`src/hw/fifo_buffer_pkg.sv`:
```
// shared widths and packed request structs for the fifo buffer; referenced by scoped name
`default_nettype none

package fifo_buffer_pkg;

   // ##########################################################################
   // widths
   // ##########################################################################

   localparam int DATA_W = 32;          // word width
   localparam int BE_W   = DATA_W / 8;  // one enable per byte

   // ##########################################################################
   // request and payload structs
   // ##########################################################################

   // push payload from the top level
   typedef struct packed {
      logic [DATA_W-1:0] data;          // word to push
      logic [BE_W-1:0]   be;            // byte enables
   } push_req_t;

   // bist write, address travels separately (width follows DEPTH)
   typedef struct packed {
      logic              we;            // bist write strobe
      logic [BE_W-1:0]   be;            // byte enables
      logic [DATA_W-1:0] data;          // bist data word
   } bist_req_t;

   // single write port payload into the memory
   typedef struct packed {
      logic [DATA_W-1:0] wem;           // per bit write mask
      logic [DATA_W-1:0] din;           // write data
   } mem_wr_t;

endpackage

`default_nettype wire
```
`src/hw/fifo_buffer.sv`:
```
// top level of the single clock fifo buffer: push side, dual port memory, pop side
`timescale 1ns/1ps
`default_nettype none

module fifo_buffer #(
   parameter int  DEPTH = 16,                                 // fifo depth, power of two
   localparam int AW    = $clog2(DEPTH)                       // address width
) (
   input  wire logic                                clk,       // single clock
   input  wire logic                                rst_n,     // sync reset, active low
   input  wire logic                                push,      // push strobe
   input  wire fifo_buffer_pkg::push_req_t          push_req,  // push data and enables
   input  wire logic                                pop,       // pop strobe
   input  wire logic                                bist_en,   // bist takes the write port
   input  wire fifo_buffer_pkg::bist_req_t          bist_req,  // bist write request
   input  wire logic [AW-1:0]                       bist_addr, // bist address
   output logic                                     full,      // no room
   output logic                                     empty,     // nothing stored
   output logic                                     pop_valid, // popped word strobe
   output logic      [fifo_buffer_pkg::DATA_W-1:0]  pop_data   // popped word
);

   logic [AW:0]                        wr_ptr;   // write pointer, lap bit on top
   logic [AW:0]                        rd_ptr;   // read pointer, lap bit on top
   logic                               wr_en;    // memory write strobe
   logic [AW-1:0]                      wr_addr;  // memory write address
   fifo_buffer_pkg::mem_wr_t           mem_wr;   // memory write payload
   logic                               rd_en;    // memory read strobe
   logic [AW-1:0]                      rd_addr;  // memory read address
   logic [fifo_buffer_pkg::DATA_W-1:0] rd_dout;  // memory read data

   // ##########################################################################
   // write side, storage, read side
   // ##########################################################################

   fifo_push_side #(.DEPTH(DEPTH)) i_fifo_push_side (
      .clk       (clk),
      .rst_n     (rst_n),
      .push      (push),
      .push_req  (push_req),
      .bist_en   (bist_en),
      .bist_req  (bist_req),
      .bist_addr (bist_addr),
      .rd_ptr    (rd_ptr),
      .wr_ptr    (wr_ptr),
      .full      (full),
      .wr_en     (wr_en),
      .wr_addr   (wr_addr),
      .mem_wr    (mem_wr)
   );

   memory_dp #(.DEPTH(DEPTH)) i_memory_dp (
      .clk     (clk),
      .wr_en   (wr_en),
      .wr_addr (wr_addr),
      .mem_wr  (mem_wr),
      .rd_en   (rd_en),
      .rd_addr (rd_addr),
      .rd_dout (rd_dout)
   );

   fifo_pop_side #(.DEPTH(DEPTH)) i_fifo_pop_side (
      .clk       (clk),
      .rst_n     (rst_n),
      .pop       (pop),
      .wr_ptr    (wr_ptr),
      .rd_ptr    (rd_ptr),
      .empty     (empty),
      .rd_en     (rd_en),
      .rd_addr   (rd_addr),
      .rd_dout   (rd_dout),
      .pop_valid (pop_valid),
      .pop_data  (pop_data)
   );

endmodule

`default_nettype wire

```
`src/hw/fifo_pop_side.sv`:
```
// fifo read side: owns read pointer and empty flag, issues reads, flags popped words
`timescale 1ns/1ps
`default_nettype none

module fifo_pop_side #(
   parameter int  DEPTH = 16,                                 // fifo depth, power of two
   localparam int AW    = $clog2(DEPTH)                       // address width
) (
   input  wire logic                                clk,      // single clock
   input  wire logic                                rst_n,    // sync reset, active low
   input  wire logic                                pop,      // pop strobe
   // pointer exchange
   input  wire logic [AW:0]                         wr_ptr,   // from push side
   output logic      [AW:0]                         rd_ptr,   // to push side
   output logic                                     empty,    // nothing stored
   // memory read port
   output logic                                     rd_en,    // read strobe
   output logic      [AW-1:0]                       rd_addr,  // read address
   input  wire logic [fifo_buffer_pkg::DATA_W-1:0]  rd_dout,  // registered memory word
   // popped word
   output logic                                     pop_valid, // one cycle pulse
   output logic      [fifo_buffer_pkg::DATA_W-1:0]  pop_data   // word for that pulse
);

   // ##########################################################################
   // flags and accept
   // ##########################################################################

   assign empty = (rd_ptr == wr_ptr);                         // same slot, same lap

   assign rd_en   = pop && !empty;                            // pop while empty ignored
   assign rd_addr = rd_ptr[AW-1:0];

   always_ff @(posedge clk)
   begin
      if (!rst_n)
      begin
         rd_ptr <= '0;
      end
      else if (rd_en)
      begin
         rd_ptr <= rd_ptr + 1'b1;                             // advance with the read
      end
   end

   // ##########################################################################
   // output
   // ##########################################################################

   // valid lines up with the memory output register
   always_ff @(posedge clk)
   begin
      if (!rst_n)
      begin
         pop_valid <= 1'b0;
      end
      else
      begin
         pop_valid <= rd_en;
      end
   end

   assign pop_data = rd_dout;                                 // already registered

endmodule

`default_nettype wire

```
`src/hw/memory_dp.sv`:
```
// dual port word memory with per bit write mask and registered read, no reset on contents
`timescale 1ns/1ps
`default_nettype none

module memory_dp #(
   parameter int  DEPTH = 16,                                 // number of words
   localparam int AW    = $clog2(DEPTH)                       // address width
) (
   input  wire logic                                clk,      // shared clock
   // write port
   input  wire logic                                wr_en,    // write strobe
   input  wire logic [AW-1:0]                       wr_addr,  // write address
   input  wire fifo_buffer_pkg::mem_wr_t            mem_wr,   // mask and data
   // read port
   input  wire logic                                rd_en,    // read strobe
   input  wire logic [AW-1:0]                       rd_addr,  // read address
   output logic      [fifo_buffer_pkg::DATA_W-1:0]  rd_dout   // registered read data
);

   logic [fifo_buffer_pkg::DATA_W-1:0] mem [DEPTH];          // storage array

   // ##########################################################################
   // write port
   // ##########################################################################

   // masked bits keep the old contents
   always_ff @(posedge clk)
   begin
      if (wr_en)
      begin
         mem[wr_addr] <= (mem[wr_addr] & ~mem_wr.wem) | (mem_wr.din & mem_wr.wem);
      end
   end

   // ##########################################################################
   // read port
   // ##########################################################################

   // old data on a same-address collision
   always_ff @(posedge clk)
   begin
      if (rd_en)
      begin
         rd_dout <= mem[rd_addr];                             // holds when idle
      end
   end

endmodule

`default_nettype wire

```
`src/hw/fifo_push_side.sv`:
```
// fifo write side: owns write pointer and full flag, builds the bit mask, muxes in bist writes
`timescale 1ns/1ps
`default_nettype none

module fifo_push_side #(
   parameter int  DEPTH = 16,                         // fifo depth, power of two
   localparam int AW    = $clog2(DEPTH)               // address width
) (
   input  wire logic                       clk,       // single clock
   input  wire logic                       rst_n,     // sync reset, active low
   // push request
   input  wire logic                       push,      // push strobe
   input  wire fifo_buffer_pkg::push_req_t push_req,  // push data and byte enables
   // bist write port
   input  wire logic                       bist_en,   // bist owns the write port
   input  wire fifo_buffer_pkg::bist_req_t bist_req,  // bist strobe, enables, data
   input  wire logic [AW-1:0]              bist_addr, // bist address
   // pointer exchange
   input  wire logic [AW:0]                rd_ptr,    // from pop side, with wrap bit
   output logic      [AW:0]                wr_ptr,    // to pop side, with wrap bit
   output logic                            full,      // no room left
   // memory write port
   output logic                            wr_en,     // write strobe
   output logic      [AW-1:0]              wr_addr,   // write address
   output fifo_buffer_pkg::mem_wr_t        mem_wr     // mask and data
);

   logic                                 fifo_wr;     // accepted push
   logic [fifo_buffer_pkg::BE_W-1:0]     be_sel;      // enables of the selected source
   logic [fifo_buffer_pkg::DATA_W-1:0]   wem_bits;    // expanded mask

   // ##########################################################################
   // flags and accept
   // ##########################################################################

   // same slot, opposite lap
   assign full = (wr_ptr[AW-1:0] == rd_ptr[AW-1:0]) && (wr_ptr[AW] != rd_ptr[AW]);

   assign fifo_wr = push && !full && !bist_en;      // push while full is dropped

   always_ff @(posedge clk)
   begin
      if (!rst_n)
      begin
         wr_ptr <= '0;
      end
      else if (fifo_wr)
      begin
         wr_ptr <= wr_ptr + 1'b1;                   // wraps into the lap bit
      end
   end

   // ##########################################################################
   // write port select and mask expansion
   // ##########################################################################

   assign be_sel = bist_en ? bist_req.be : push_req.be;

   // each byte enable covers eight bits
   always_comb
   begin
      for (int i = 0; i < fifo_buffer_pkg::BE_W; i++)
      begin
         wem_bits[8*i +: 8] = {8{be_sel[i]}};
      end
   end

   assign wr_en      = bist_en ? bist_req.we : fifo_wr;
   assign wr_addr    = bist_en ? bist_addr : wr_ptr[AW-1:0];
   assign mem_wr.wem = wem_bits;
   assign mem_wr.din = bist_en ? bist_req.data : push_req.data;

endmodule

`default_nettype wire

```
`config.mk`:
```
export PLATFORM = sky130hd
export DESIGN_NAME = fifo_buffer
export DESIGN_NICKNAME = d
export VERILOG_FILES = /design/src/hw/fifo_buffer_pkg.sv /design/src/hw/fifo_buffer.sv /design/src/hw/fifo_pop_side.sv /design/src/hw/memory_dp.sv /design/src/hw/fifo_push_side.sv
export SDC_FILE = /design/constraint.sdc
export NUM_CORES = 1
export LEC_CHECK = 0
export BUFFER_PORTS_ARGS = -buffer_cell sky130_fd_sc_hd__buf_2
export CAP_MARGIN = 20
export CELL_PAD_IN_SITES_DETAIL_PLACEMENT = 0
export CELL_PAD_IN_SITES_GLOBAL_PLACEMENT = 2
export CORE_ASPECT_RATIO = 0.75
export CORE_MARGIN = 4
export CORE_UTILIZATION = 47
export DETAILED_ROUTE_END_ITERATION = 8
export PLACE_DENSITY_LB_ADDON = 0.1
export SYNTH_ARGS = -nofsm -noshare
export SYNTH_HDL_FRONTEND = slang
export SYNTH_HIERARCHICAL = 1
export SYNTH_SLANG_ARGS = --single-unit
```
`constraint.sdc`:
```
create_clock -name clk -period 6.75 [get_ports clk]
set_clock_uncertainty 0.1 [all_clocks]
set_input_delay 1.6875 -clock clk [delete_from_list [all_inputs] [get_ports clk]]
set_output_delay 1.6875 -clock clk [all_outputs]
set_load 0.005 [all_outputs]
```
**Word-level counts from Yosys, hierarchy flattened**

Memories as Yosys holds them, arrays and structs flattened. A register that Yosys moved wholly into a read port is not among the register bits.
Cells that the tools add are included.

- Add/subtract/negate cells: 2
- Equality and inequality tests: 3
- Muxes and demuxes: 6
- Bitwise operators: 4
- Reduce and logical (&&, ||, !) cells: 7

Operators with widths:

| operator | number |
|---|---|
| $and 32x32->32 | 2 |
| $mux 32 | 1 |
| $not 32->32 | 1 |
| $or 32x32->32 | 1 |
| $add 5x1->5 const B | 2 |
| $mux 4 | 2 |
| $eq 5x5->1 | 1 |
| $eq 4x4->1 | 1 |
| $logic_and 1x1->1 | 4 |
| $logic_not 1->1 | 3 |
| $mux 1 | 3 |
| $ne 1x1->1 | 1 |

- Register bits after elaboration: 11
- RAM bits: 512
- Input bits: 82
- Output and inout port bits: 35
- Logic and storage cells: 26
- Memories kept: 1

Memory list:

| name | words | width | rd ports | clocked after Yosys merged registers in | wr ports | RTL line | text |
|---|---|---|---|---|---|---|---|
| i_memory_dp.mem | 16 | 32 | 2 | 1 | 1 | memory_dp.sv:20 | `logic [fifo_buffer_pkg::DATA_W-1:0] mem [DEPTH];` |

**Longest topological paths before layout**

Gate-level depths: netlist (run 1).

- Depth after elaboration: 8
- Mapped depth: 11
- Gate-level depth less buffers: 6

**By module**

Netlist (run 1), hierarchy kept.

By module, submodules not included:

| module | instances | cells each | area an instance (µm²) | sequential area each (µm²) |
|---|---|---|---|---|
| memory_dp | 1 | 1279 | 24656.1 | 16335.7 |
| fifo_push_side | 1 | 113 | 1048.5 | 100.1 |
| fifo_pop_side | 1 | 87 | 690.7 | 120.1 |

**Worst setup path before layout (run 1)**

Ideal clock, no wire load.

- Path type: in2reg
- Start: input port bist_en
- End: memory i_memory_dp/mem[8][0] (netlist bit) (enable)
- Library setup time: 461 ps
- Arrival time: 5470 ps
- Required time: 6189 ps
- Slack: 719 ps
- Stages: 8
- Path buffers: 5
- Cells stage by stage: clkbuf_1 buf_2 mux2_2 clkbuf_1 clkbuf_1 buf_2 nand3b_1 nor3_1

- Elaborated cells between the ends (all ways): 6
- Those cells by class: mux: 4; reduce/logical: 2

RTL lines:

| item | RTL line | text |
|---|---|---|
| start: declaration | fifo_buffer.sv:14 | `input wire logic bist_en,` |
| $mux 4 | fifo_push_side.sv:69 | `assign wr_addr = bist_en ? bist_addr : wr_ptr[AW-1:0];` |
| named net wr_addr[2] | fifo_buffer.sv:26 | `logic [AW-1:0] wr_addr;` |
| end: declaration | memory_dp.sv:20 |  |

The timed path passes the listed nets, and every way through them passes these cells.

**Worst setup path in the final report (run 1)**

- Start: input port bist_en
- End: memory i_memory_dp/mem[1][13] (netlist bit), data pin

- Longest elaborated chain between the ends: 4
- Elaborated cells between the ends (all ways): 8
- Those cells by class: mux: 3; bitwise: 4; memory: 1

Ends and longest elaborated chain:

| item | RTL line | text |
|---|---|---|
| $mux 4 | fifo_push_side.sv:69 |  |
| named net wr_addr[0] | fifo_buffer.sv:26 |  |
| $mem_v2 16x32 | -- |  |
| $and 32x32->32 | memory_dp.sv:31 | `mem[wr_addr] <= (mem[wr_addr] & ~mem_wr.wem) \| (mem_wr.din & mem_wr.wem);` |
| $or 32x32->32 | memory_dp.sv:31 |  |

The timed path passes the listed nets, and every way through them passes these cells.

==> metrics.yaml, run 1 <==
hold_path:
  hold_end: "i_fifo_push_side/wr_ptr[4]$_SDFFE_PN0P_"
  holdCritPathClass: "register to register"
  min_delay_path_depth: 2
  hold_start: "i_fifo_push_side/wr_ptr[4]$_SDFFE_PN0P_"
floorplanning:
  die_w_um: 282
  core_area_um2: 55000
  num_rows: 74
  die-area_um2: 60100
  start_util_pct: 48.0
  fp.dieH_um: 213
  io_pins: 117
power_and_ir_drop:
  power_density_nw_per_um2: 294
  cellLeakagePower_nw: 9.13
  ir_worst_vdd_mv: 0.225
  intPower_mw: 6.44
  share_seq_of_total_power_pct: 47.6
  pwr-share-clk_pct: 34.1
  switching_power_mw: 2.19
  switching_share_pct: 25.4
  comb_power_share_pct: 18.3
  total_power_mw: 8.63
routing:
  via_count: 15000
  vias_per_cell: 6.47
  drt_iter0_markers: 1536
  totalWireLength_um: 72400
  drc: 0
  firstDrtPassIters: 5
  antenna_left: 0
  wl_per_cell_um: 31.3
grt:
  grt_max_degree: 81
  grt_use_total_pct: 24.2
  grt_pass1_wl_um: 104000
  grt_overflow_total: 0
  antenna_found_initial: 2
  first_global_vias: 14900
placement:
  placed_cell_area_um2: 27600
  io_buffers: 116
  gp_congestion: 0.779
  hpwlAfterDp_um: 41900
  pre_cts_ws_ns: 1.07
  placedCellCount: 2200
synthesis:
  synth.distinct_cells: 44
  syn_area_per_cell_um2: 17.8
  netlist_instances: 1479
  synthTopCellsByArea: "edfxtp_1 (62%), mux4_2 (16%), mux2i_1 (6.8%), buf_4 (2.5%), mux2_2 (2.5%)"
  synth_seq_cells: 555
  synth-edff-count: 544
  synth_top_area_share_pct: 61.9
  syn_nets: 1563
  ys.flop_type: "edfxtp_1"
  yosys_warnings: 6
  synth_area_um2: 26400
  synth_top_area_cell: "edfxtp_1"
  ys_async_sr_fraction_pct: 0
  seq_area_frac_synth_pct: 62.7
worst_setup_path:
  worstSetupPathType: "input pin to register"
  crit_chain: "buf_2 > mux2_2 > or3b_2 > buf_12 > o22ai_1 > nor3_1 > a21oi_1"
  reg2reg_from: "i_fifo_push_side/wr_ptr[0]$_SDFFE_PN0P_"
  end_kind: "register"
  worstPathRequired_ns: 6.90
  worstPathMaxFanout: 22
  r2r-end: "i_memory_dp/mem[1][13]$_DFFE_PP_"
  arrival_ns: 5.16
  cp-start-kind: "input pin"
  cp_slowest_cell: "a21oi_1"
  max_stage_delay_ns: 0.88
  worst-r2r-cell-count: 6
  rrSetupSlack_ns: 2.99
timing:
  rsz0062_at_grt: "false"
  relSlewSlack_pct: 27.3
  whs_ns: 0.423
  fin_tns_setup_ns: 0
  timing.final.crit_share_pct: 74.1
  max_freq_mhz: 200
  slew_viol_final: 0
  hold_viol: 0
  finalCriticalPeriod_ns: 5.00
  layout_setup_ws_ns: 1.75
  setup_viol: 0
  worst_slew_pin_slew_ns: 1.09
clock_network:
  clock_latency_ns: 0.61
  cts.repair.resized: 0
  postCtsSetupRepairBufs: 0
  clkTransAtPathRegs_ns: 0.06
  cts_tree: "yes"
  ctsHoldBuffers: 0
  ctsHtreeMaxLevel: 2
  cts.path.max_buffers: 3
  cts_buffers: 55
  cts_num_sinks: 555
  clk_root_buffer_cell: "clkbuf_16"
finish:
  design_area_um2: 29300
  syn_to_final_growth_pct: 11.1
  final_common_cell: "edfxtp_1"
  fill_cells: 4408
  finalCoreUtilization_pct: 53.3
  layout.cells.non_filler: 2311
  final_nets: 1629
  drive_gt1_share_pct: 33.3
  diodes: 0
  layout_common_cells: "edfxtp_1 (544), mux4_2 (192), mux2i_1 (179)"
outcome:
  outcome: "finished, final reports clean"
flow_run:
  drv_cap: 0
[per-layer routing]
layer | GRT usage, % | vias to the layer above | wire, um
met4 | 5.20 | 0 | 1290
met3 | 4.54 | 96 | 5750
li1 | - | 6249 | -
met1 | 36.0 | 7974 | 31700
met2 | 37.9 | 637 | 33600
met5 | 0 | - | 0
[flip-flops by register name, summed over array words and instances (netlist names)]
register	flops
i_memory_dp/rd_dout	32
i_fifo_push_side/wr_ptr	5
i_fifo_pop_side/rd_ptr	5
i_fifo_pop_side/pop_valid	1
i_memory_dp/mem	512
[cell usage after synthesis, types with 2 or more instances]
library cell	instances
a21o_1	2
a21oi_1	26
a221oi_1	23
and2_1	3
buf_1	8
buf_2	26
buf_4	89
buf_6	3
clkbuf_1	39
dfxtp_1	11
edfxtp_1	544
ha_1	2
inv_1	3
mux2_2	59
mux2i_1	179
mux4_2	192
nand2_1	14
nand2b_1	17
nand3_1	5
nand3b_1	7
nand4_1	3
nor2_1	24
nor2b_1	25
nor3_1	29
o211ai_1	3
o21ai_0	35
o22ai_1	73
o41a_1	9
or3b_2	2
xnor2_1	6
xor2_1	5
[worst max-delay path by stage]
stage                     startpoint                                end  depth (start not counted)
after global routing         bist_en   i_memory_dp/mem[4][22]$_DFFE_PP_                          7
after detailed placement     bist_en  i_memory_dp/mem[12][19]$_DFFE_PP_                          7
after global placement       bist_en   i_memory_dp/mem[11][0]$_DFFE_PP_                          6
after floorplan              bist_en    i_memory_dp/mem[8][0]$_DFFE_PP_                          8
after CTS                    bist_en   i_memory_dp/mem[0][19]$_DFFE_PP_                          7
final                        bist_en   i_memory_dp/mem[1][13]$_DFFE_PP_                          7
[power by group through the flow]
stage / combinational [mW] / clock (mW) / sequential [mW]
after detailed placement: 1.59 / 0 / 4.18
final: 1.58 / 2.94 / 4.10
after CTS: 1.60 / 3.00 / 4.11
after global routing: 1.71 / 3.16 / 4.12
after floorplan: 1.29 / 0 / 4.12
after global placement: 1.59 / 0 / 4.18
[critical path, delay by kind of cell]
family / cells / cell delay, ns
buffers and inverters: 2 / 0.86
and+or+nand+nor: 2 / 0.92
AOI/OAI and AO/OA: 2 / 1.00
muxes: 1 / 0.64
[logic make-up (layout without fill, tap and decap cells)]
group | after synthesis | after routing | share of synthesized area, %
adders and majority gates | 2 | 2 | 0.0948
muxes | 430 | 430 | 25.7
buffers and inverters | 168 | 278 | 3.86
DFF | 555 | 555 | 62.7
xor gates and xnor gates | 11 | 11 | 0.365
AOI/OAI and AO/OA | 178 | 178 | 4.47
and+or+nand+nor | 135 | 135 | 2.80
[layout make-up]
| class | count | area (um2) | area share [%] |
|---|---|---|---|
| Sequential cell | 555 | 16600 | 56.5 |
| Multi-Input combinational cell | 756 | 8980 | 30.6 |
| Clock buffer | 69 | 1430 | 4.87 |
| Timing Repair Buffer | 174 | 1170 | 3.98 |
| Tap cell | 722 | 903 | 3.08 |
| Clock inverter | 32 | 260 | 0.888 |
| Inverter | 3 | 11.3 | 0.0384 |
(Power assumes the default switching activity.)
==> inputs of run 2 (changes only) <==
--- a/config.mk
+++ b/config.mk
@@ -5,13 +5,14 @@
 export SDC_FILE = /design/constraint.sdc
 export NUM_CORES = 1
 export LEC_CHECK = 0
+export ABC_AREA = 1
 export BUFFER_PORTS_ARGS = -buffer_cell sky130_fd_sc_hd__buf_2
 export CAP_MARGIN = 20
 export CELL_PAD_IN_SITES_DETAIL_PLACEMENT = 0
 export CELL_PAD_IN_SITES_GLOBAL_PLACEMENT = 2
 export CORE_ASPECT_RATIO = 0.75
 export CORE_MARGIN = 4
-export CORE_UTILIZATION = 47
+export CORE_UTILIZATION = 39
 export DETAILED_ROUTE_END_ITERATION = 8
 export PLACE_DENSITY_LB_ADDON = 0.1
 export SYNTH_ARGS = -nofsm -noshare
==> constraint.sdc (replaced) <==
create_clock -name clk -period 4.7 [get_ports clk]
set_clock_uncertainty 0.1 [all_clocks]
set_input_delay 1.175 -clock clk [delete_from_list [all_inputs] [get_ports clk]]
set_output_delay 1.175 -clock clk [all_outputs]
set_load 0.005 [all_outputs]
==> run 2 against run 1 <==
Net effect: setup slack lost 0.73 ns; via count is 61% higher; sequential power grew 43%; global-route usage up 2.1 points; combinational power is 66% higher; clock-buffer cell count grew 4; cell area is 11% higher; die area rose by 31%; area after synthesis up 9.2%; utilization fell by 8.8 points; register-to-register slack got worse by 1.7 ns; sequential cell count unchanged.
==> metrics.yaml, run 2 <==
clock_network:
  cts_num_sinks: 555  # unchanged
  clk_root_buffer_cell: "clkbuf_16"
  clkTransAtPathRegs_ns: 0.05  # about the same
  ctsHtreeMaxLevel: 2  # unchanged
  ctsHoldBuffers: 0  # unchanged
  postCtsSetupRepairBufs: 0  # unchanged
  cts_tree: "yes"
  cts.repair.resized: 0  # unchanged
  cts.path.max_buffers: 3  # unchanged
  clock_latency_ns: 0.64  # +0.03 ns
  cts_buffers: 61  # +11%
placement:
  placedCellCount: 4268  # +94%
  hpwlAfterDp_um: 58800  # +40%
  io_buffers: 116  # unchanged
  gp_congestion: 0.814  # +4.5%
worst_setup_path:
  reg2reg_from: "i_fifo_pop_side/rd_ptr[1]$_SDFFE_PN0P_"
  r2r-end: "i_memory_dp/mem[14][13]$_DFFE_PP_"
  worstPathMaxFanout: 43  # +95%
  worstPathRequired_ns: 3.42  # -3.48 ns
  critPathLaunch: "i_fifo_pop_side/rd_ptr[2]$_SDFFE_PN0P_"
  worstSetupPathType: "register to primary output"
  crit_chain: "buf_4 > inv_1 > nand2_1 > nand2_1 > nor2_2 > nand3_2 > inv_1 > buf_2"
  end_kind: "primary output"
  cp_slowest_cell: "buf_4"
  rrSetupSlack_ns: 1.27  # -1.72 ns
  max_stage_delay_ns: 0.60  # -0.28 ns
  arrival_ns: 2.41  # -2.75 ns
  cpLargestDelayFamily: "buffers and inverters"
  worst-r2r-cell-count: 10  # +4
  critPathBufInv: 4  # +2
  cp-start-kind: "register"
synthesis:
  synth.distinct_cells: 29  # -34%
  synth_mux_area_share_pct: 0  # -26 points
  yosysMostFrequentCell: "nand2_1"
  seq_area_frac_synth_pct: 57.4  # -5.3 points
  synth_xor_area_share_pct: 0.0911  # -0.27 points
  synth-compound-area-share_pct: 9.31  # +4.8 points
  synthTopCellsByArea: "edfxtp_1 (57%), nand2_1 (15%), nand3_1 (4.8%), o21ai_0 (4.6%), nor2_1 (4.1%)"
  netlist_instances: 3334  # +130%
  synth_area_um2: 28800  # +9.2%
  syn_nets: 3418  # +120%
  ys_async_sr_fraction_pct: 0  # unchanged
  synth_top_area_share_pct: 56.7  # -5.2 points
  synthSimpleGateAreaFrac_pct: 25.3  # +22 points
  yosys_warnings: 6  # unchanged
  synth_seq_cells: 555  # unchanged
  synthAdderAreaFrac_pct: 0.0868  # -0.0080 points
  synth-edff-count: 544  # unchanged
  synth_top_area_cell: "edfxtp_1"
  ys_top_cells_by_count: "nand2_1 (1,178), edfxtp_1 (544), nor2_1 (317)"
  ys.flop_type: "edfxtp_1"
  synth_top_family_by_area: "simple AND/OR/NAND/NOR gates"
  syn_area_per_cell_um2: 8.65  # -52%
power_and_ir_drop:
  cellLeakagePower_nw: 13.1  # +44%
  power_density_nw_per_um2: 410  # +39%
  ir_worst_vdd_mv: 0.325  # +45%
routing:
  highest_layer: "met5"
  antenna_left: 0  # unchanged
  wl_met2_um: 45200  # +34%
  drc: 0  # unchanged
  wl_met1_um: 48500  # +53%
  firstDrtPassIters: 5  # unchanged
  wl_per_cell_um: 23.9  # -24%
  vias_per_cell: 5.48  # -15%
  met3WireLength_um: 8690  # +51%
  drt_iter0_markers: 2339  # +52%
  totalWireLength_um: 105000  # +45%
  via_count: 24000  # +61%
grt:
  grt_max_degree: 148  # +83%
  first_global_vias: 22700  # +52%
  grt_pass1_wl_um: 153000  # +47%
  grt_overflow_total: 0  # unchanged
  antenna_found_initial: 5  # +3
  grt_use_total_pct: 26.4  # +2.1 points
hold_path:
  hold_end: "i_fifo_pop_side/rd_ptr[4]$_SDFFE_PN0P_"
  hold_start: "i_fifo_pop_side/rd_ptr[4]$_SDFFE_PN0P_"
  holdCritPathClass: "register to register"
  min_delay_path_depth: 2  # unchanged
timing:
  rsz0062_at_grt: "false"
  worst_slew_pin_slew_ns: 1.07  # -0.0162 ns
  hold_viol: 0  # unchanged
  finalCriticalPeriod_ns: 3.69
  timing.final.crit_share_pct: 78.4
  slew_viol_final: 0  # unchanged
  max_freq_mhz: 271
  setup_viol: 0  # unchanged
  fin_tns_setup_ns: 0  # unchanged
  whs_ns: 0.477  # +0.0541 ns
  relSlewSlack_pct: 28.3  # +1.1 points
finish:
  regMostFlops: "i_memory_dp/mem"
  diodes: 0  # unchanged
  largest_reg_flops: 512  # unchanged
  drive_gt1_share_pct: 11.2  # -22 points
  syn_to_final_growth_pct: 13.3
  final_common_cell: "nand2_1"
  top_regs: "i_memory_dp/mem: 512 flops, i_memory_dp/rd_dout: 32 flops"
  layout_common_cells: "nand2_1 (1,178), edfxtp_1 (544), nor2_1 (299)"
  final_nets: 3447  # +110%
  layout.cells.non_filler: 4382  # +90%
floorplanning:
  io_pins: 117  # unchanged
  num_rows: 86  # +16%
  die_w_um: 322  # +14%
  fp.dieH_um: 243  # +14%
  die-area_um2: 78400  # +31%
  core_area_um2: 73400  # +33%
  start_util_pct: 39.3  # -8.7 points
outcome:
  outcome: "finished, final reports clean"
flow_run:
  drv_cap: 0  # unchanged
[run 2: worst reg2reg max path: cells and delay by family, from the launching register on]
family,cells,cell delay [ns]
buffers and inverters,2,0.58
AND/OR/NAND/NOR,8,1.62
flip-flops,1,0.75
[run 2: stage by stage]
step | util, % | setup slack [ns] | cell area (um2) | total power, mW
after floorplan | - | 0.325 | 28800 | 7.65
after global placement | 41.7 | 0.589 | 30600 | 8.58
after detailed placement | 41.8 | 0.496 | 30600 | 8.60
after CTS | 44.5 | 0.992 | 32700 | 13.5
after global routing | 44.5 | 0.864 | 32700 | 14.0
final | 44.5 | 1.01 | 32700 | 13.4
[run 2: routing by layer]
metal  GRT usage (%)  vias to the layer above
li1                -                    11200
met1            39.1                    11700
met2            39.8                     1000
met3            5.06                      161
met4            6.49                        2
met5               0                        -
[run 2: cells by family (layout without fill, tap and decap cells)]
| logic type | Yosys count | count (layout) |
|---|---|---|
| XOR/XNOR | 3 | 3 |
| AO/OA/AOI/OAI | 489 | 489 |
| adder cells (fa/ha/maj) | 2 | 2 |
| flip-flops | 555 | 555 |
| AND/OR/NAND/NOR | 1814 | 1814 |
| buffers and inverters | 471 | 551 |
[run 2: cell type report]
type                    count  area [um2]
inverters                 188         724
multi-input cells        2308       10200
repair buffers            249        1950
clock buffers              73        1610
well taps                 968        1210
flip-flops and latches    555       16600
clock inverters            41         399
fillers                  7023       40700
[run 2: worst max-delay path by stage]
stage	endpoint	slack [ns]	depth (start not counted)
after global routing	empty	0.86	8
after floorplan	i_memory_dp/mem[9][0]$_DFFE_PP_	0.32	9
after global placement	i_memory_dp/mem[4][19]$_DFFE_PP_	0.59	13
after detailed placement	i_memory_dp/mem[12][20]$_DFFE_PP_	0.50	12
after CTS	empty	0.99	8
final	empty	1.01	8
[run 2: report_power, final]
| group | total (mW) | switching [mW] | internal (mW) |
|---|---|---|---|
| Sequential | 5.88 | 0.0878 | 5.80 |
| Clock | 4.89 | 2.02 | 2.87 |
| Combinational | 2.63 | 1.87 | 0.761 |
==> inputs of run 3 (changes only) <==
--- a/config.mk
+++ b/config.mk
@@ -12,7 +12,7 @@
 export CELL_PAD_IN_SITES_GLOBAL_PLACEMENT = 2
 export CORE_ASPECT_RATIO = 0.75
 export CORE_MARGIN = 4
-export CORE_UTILIZATION = 39
+export CORE_UTILIZATION = 35
 export DETAILED_ROUTE_END_ITERATION = 8
 export PLACE_DENSITY_LB_ADDON = 0.1
 export SYNTH_ARGS = -nofsm -noshare
==> constraint.sdc (replaced) <==
create_clock -name clk -period 3.3 [get_ports clk]
set_clock_uncertainty 0.1 [all_clocks]
set_input_delay 0.825 -clock clk [delete_from_list [all_inputs] [get_ports clk]]
set_output_delay 0.825 -clock clk [all_outputs]
set_load 0.005 [all_outputs]
==> run 3 against run 2 <==
Net effect: sequential cell count unchanged; clock-buffer cell count rose by 11; via count grew 1.4%; critical path depth up 2; utilization shrank 2.5 points; largest power group unchanged.
==> metrics.yaml, run 3 (same netlist as run 2, synthesis figures left out) <==
worst_setup_path:
  worstSetupPathType: "register to register"
  arrival_ns: 3.19  # +0.78 ns
  worstPathRequired_ns: 3.46  # +0.04 ns
  worstPathMaxFanout: 16  # -63%
  end_kind: "register"
  cp-start-kind: "register"
placement:
  hpwlAfterDp_um: 68900  # +17%
  placedCellCount: 4454  # +4.4%
  io_buffers: 116  # unchanged
  placed_cell_area_um2: 31900  # +4.0%
  pre_cts_ws_ns: -0.263  # -0.759 ns
  gp_congestion: 0.828  # +1.7%
finish:
  diodes: 0  # unchanged
  drive_gt1_share_pct: 13.8  # +2.6 points
  largest_reg_flops: 512  # unchanged
  layout_common_cells: "nand2_1 (1,178), edfxtp_1 (544), nor2_1 (299)"
  regMostFlops: "i_memory_dp/mem"
  fill_cells: 7907  # +13%
  layout.cells.non_filler: 4572  # +4.3%
  design_area_um2: 34100  # +4.3%
  top_regs: "i_memory_dp/mem: 512 flops, i_memory_dp/rd_dout: 32 flops"
  final_common_cell: "nand2_1"
  final_nets: 3549  # +3.0%
  syn_to_final_growth_pct: 18.2
timing:
  timing.final.crit_share_pct: 92.0
  finalCriticalPeriod_ns: 3.04
  layout_setup_ws_ns: 0.264  # -0.749 ns
  setup_viol: 0  # unchanged
  slew_viol_final: 0  # unchanged
  worst_slew_pin_slew_ns: 1.03  # -0.0411 ns
  fin_tns_setup_ns: 0  # unchanged
  rsz0062_at_grt: "false"
  relSlewSlack_pct: 30.8  # +2.5 points
  hold_viol: 0  # unchanged
  max_freq_mhz: 329
power_and_ir_drop:
  power_density_nw_per_um2: 585  # +43%
  cellLeakagePower_nw: 13.8  # +5.3%
  share_seq_of_total_power_pct: 42.0  # -1.9 points
  pwr-share-clk_pct: 37.8  # +1.3 points
  comb_power_share_pct: 20.3  # +0.7 points
  switching_share_pct: 29.6  # -0.078 points
  switching_power_mw: 5.90  # +48%
  intPower_mw: 14.0  # +49%
  ir_worst_vdd_mv: 0.281  # -13%
  total_power_mw: 19.9  # +49%
routing:
  totalWireLength_um: 111000  # +5.6%
  wl_per_cell_um: 24.2  # +1.2%
  drc: 0  # unchanged
  via_count: 24400  # +1.4%
  drt_iter0_markers: 2398  # +2.5%
  antenna_left: 0  # unchanged
  firstDrtPassIters: 6  # +1
  vias_per_cell: 5.33  # -2.8%
clock_network:
  clock_latency_ns: 0.61  # -0.03 ns
  ctsHtreeMaxLevel: 3  # +1
  postCtsSetupRepairBufs: 0  # unchanged
  cts.repair.resized: 0  # unchanged
  cts_tree: "yes"
  clkTransAtPathRegs_ns: 0.06  # about the same
  cts.path.max_buffers: 3  # unchanged
  cts_buffers: 66  # +8.2%
  cts_num_sinks: 555  # unchanged
  clk_root_buffer_cell: "clkbuf_16"
  ctsHoldBuffers: 0  # unchanged
floorplanning:
  die_w_um: 339  # +5.4%
  start_util_pct: 35.6  # -3.7 points
  fp.dieH_um: 257  # +5.4%
  die-area_um2: 87100  # +11%
  num_rows: 90  # +4.7%
  core_area_um2: 81100  # +10%
  io_pins: 117  # unchanged
grt:
  grt_max_degree: 179  # +21%
  grt_overflow_total: 0  # unchanged
  grt_pass1_wl_um: 161000  # +5.3%
  first_global_vias: 23000  # +1.6%
  grt_use_total_pct: 24.9  # -1.5 points
  antenna_found_initial: 4  # -1
outcome:
  outcome: "finished, final reports clean"
flow_run:
  drv_cap: 0  # unchanged
hold_path:
  holdCritPathClass: "register to register"
==> run 3: cell count changes in the layout (fill, tap and decap cells not counted), sizes merged <==
cell      before  now
clkbuf        73   84
inv          185  187
clkinvlp       2    1
clkinv        34   25
buf          249  346
==> run 3: area by class of cell <==
class,count,area (um2),area share (%)
inverters,188,723,2.12
multi-input cells,2308,10200,29.9
well taps,1058,1320,3.88
clock buffers,84,1830,5.36
flip-flops and latches,555,16600,48.6
clock inverters,33,367,1.08
repair buffers,346,3080,9.05
==> run 3: through the flow <==
step | util [%] | hold WS, ns
final | 42.0 | 0.471
after CTS | 42.0 | 0.442
after floorplan | - | 0.433
after global placement | 39.3 | 0.462
after detailed placement | 39.3 | 0.465
after global routing | 42.0 | 0.471
==> run 3: critical path, cell delays in order (launching register included) <==
cell     delay [ns]
dfxtp_1        0.44
inv_2          0.11
o21ai_4        0.28
buf_12         0.21
buf_4          0.23
nand3_1        0.12
nand4_1        0.16
nand2_1        0.07
nand2_1        0.12
nor2_1         0.06
nor2_1         0.78
==> run 3: power by group through the flow <==
stage | Sequential, mW | Combinational (mW) | Clock (mW)
3_3_place_gp | 8.52 | 4.02 | 0
5_1_grt | 8.39 | 4.43 | 8.01
6_report | 8.37 | 4.04 | 7.52
3_5_place_dp | 8.52 | 4.03 | 0
2_1_floorplan | 8.47 | 2.43 | 0
4_1_cts | 8.37 | 4.04 | 7.70
==> run 3: per-layer routing <==
| metal | part of all wire, % | vias to the layer above | wire (um) | track usage [%] |
|---|---|---|---|---|
| met2 | 43 | 953 | 48100 | 37.1 |
| met5 | 0.024 | - | 27 | 0 |
| li1 | - | 11400 | - | - |
| met1 | 47 | 11900 | 52400 | 37.8 |
| met4 | 1.9 | 4 | 2130 | 5.47 |
| met3 | 7.2 | 153 | 7930 | 4.26 |
==> run 3: final timing paths <==
check / start / to / slack, ns / depth (start not counted)
min reg2reg: i_fifo_push_side/wr_ptr[4]$_SDFFE_PN0P_ / i_fifo_push_side/wr_ptr[4]$_SDFFE_PN0P_ / 0.47 / 4
min: i_fifo_push_side/wr_ptr[4]$_SDFFE_PN0P_ / i_fifo_push_side/wr_ptr[4]$_SDFFE_PN0P_ / 0.47 / 4
max reg2reg: i_fifo_push_side/wr_ptr[0]$_SDFFE_PN0P_ / i_memory_dp/mem[13][8]$_DFFE_PP_ / 0.26 / 10
max: i_fifo_push_side/wr_ptr[0]$_SDFFE_PN0P_ / i_memory_dp/mem[13][8]$_DFFE_PP_ / 0.26 / 10
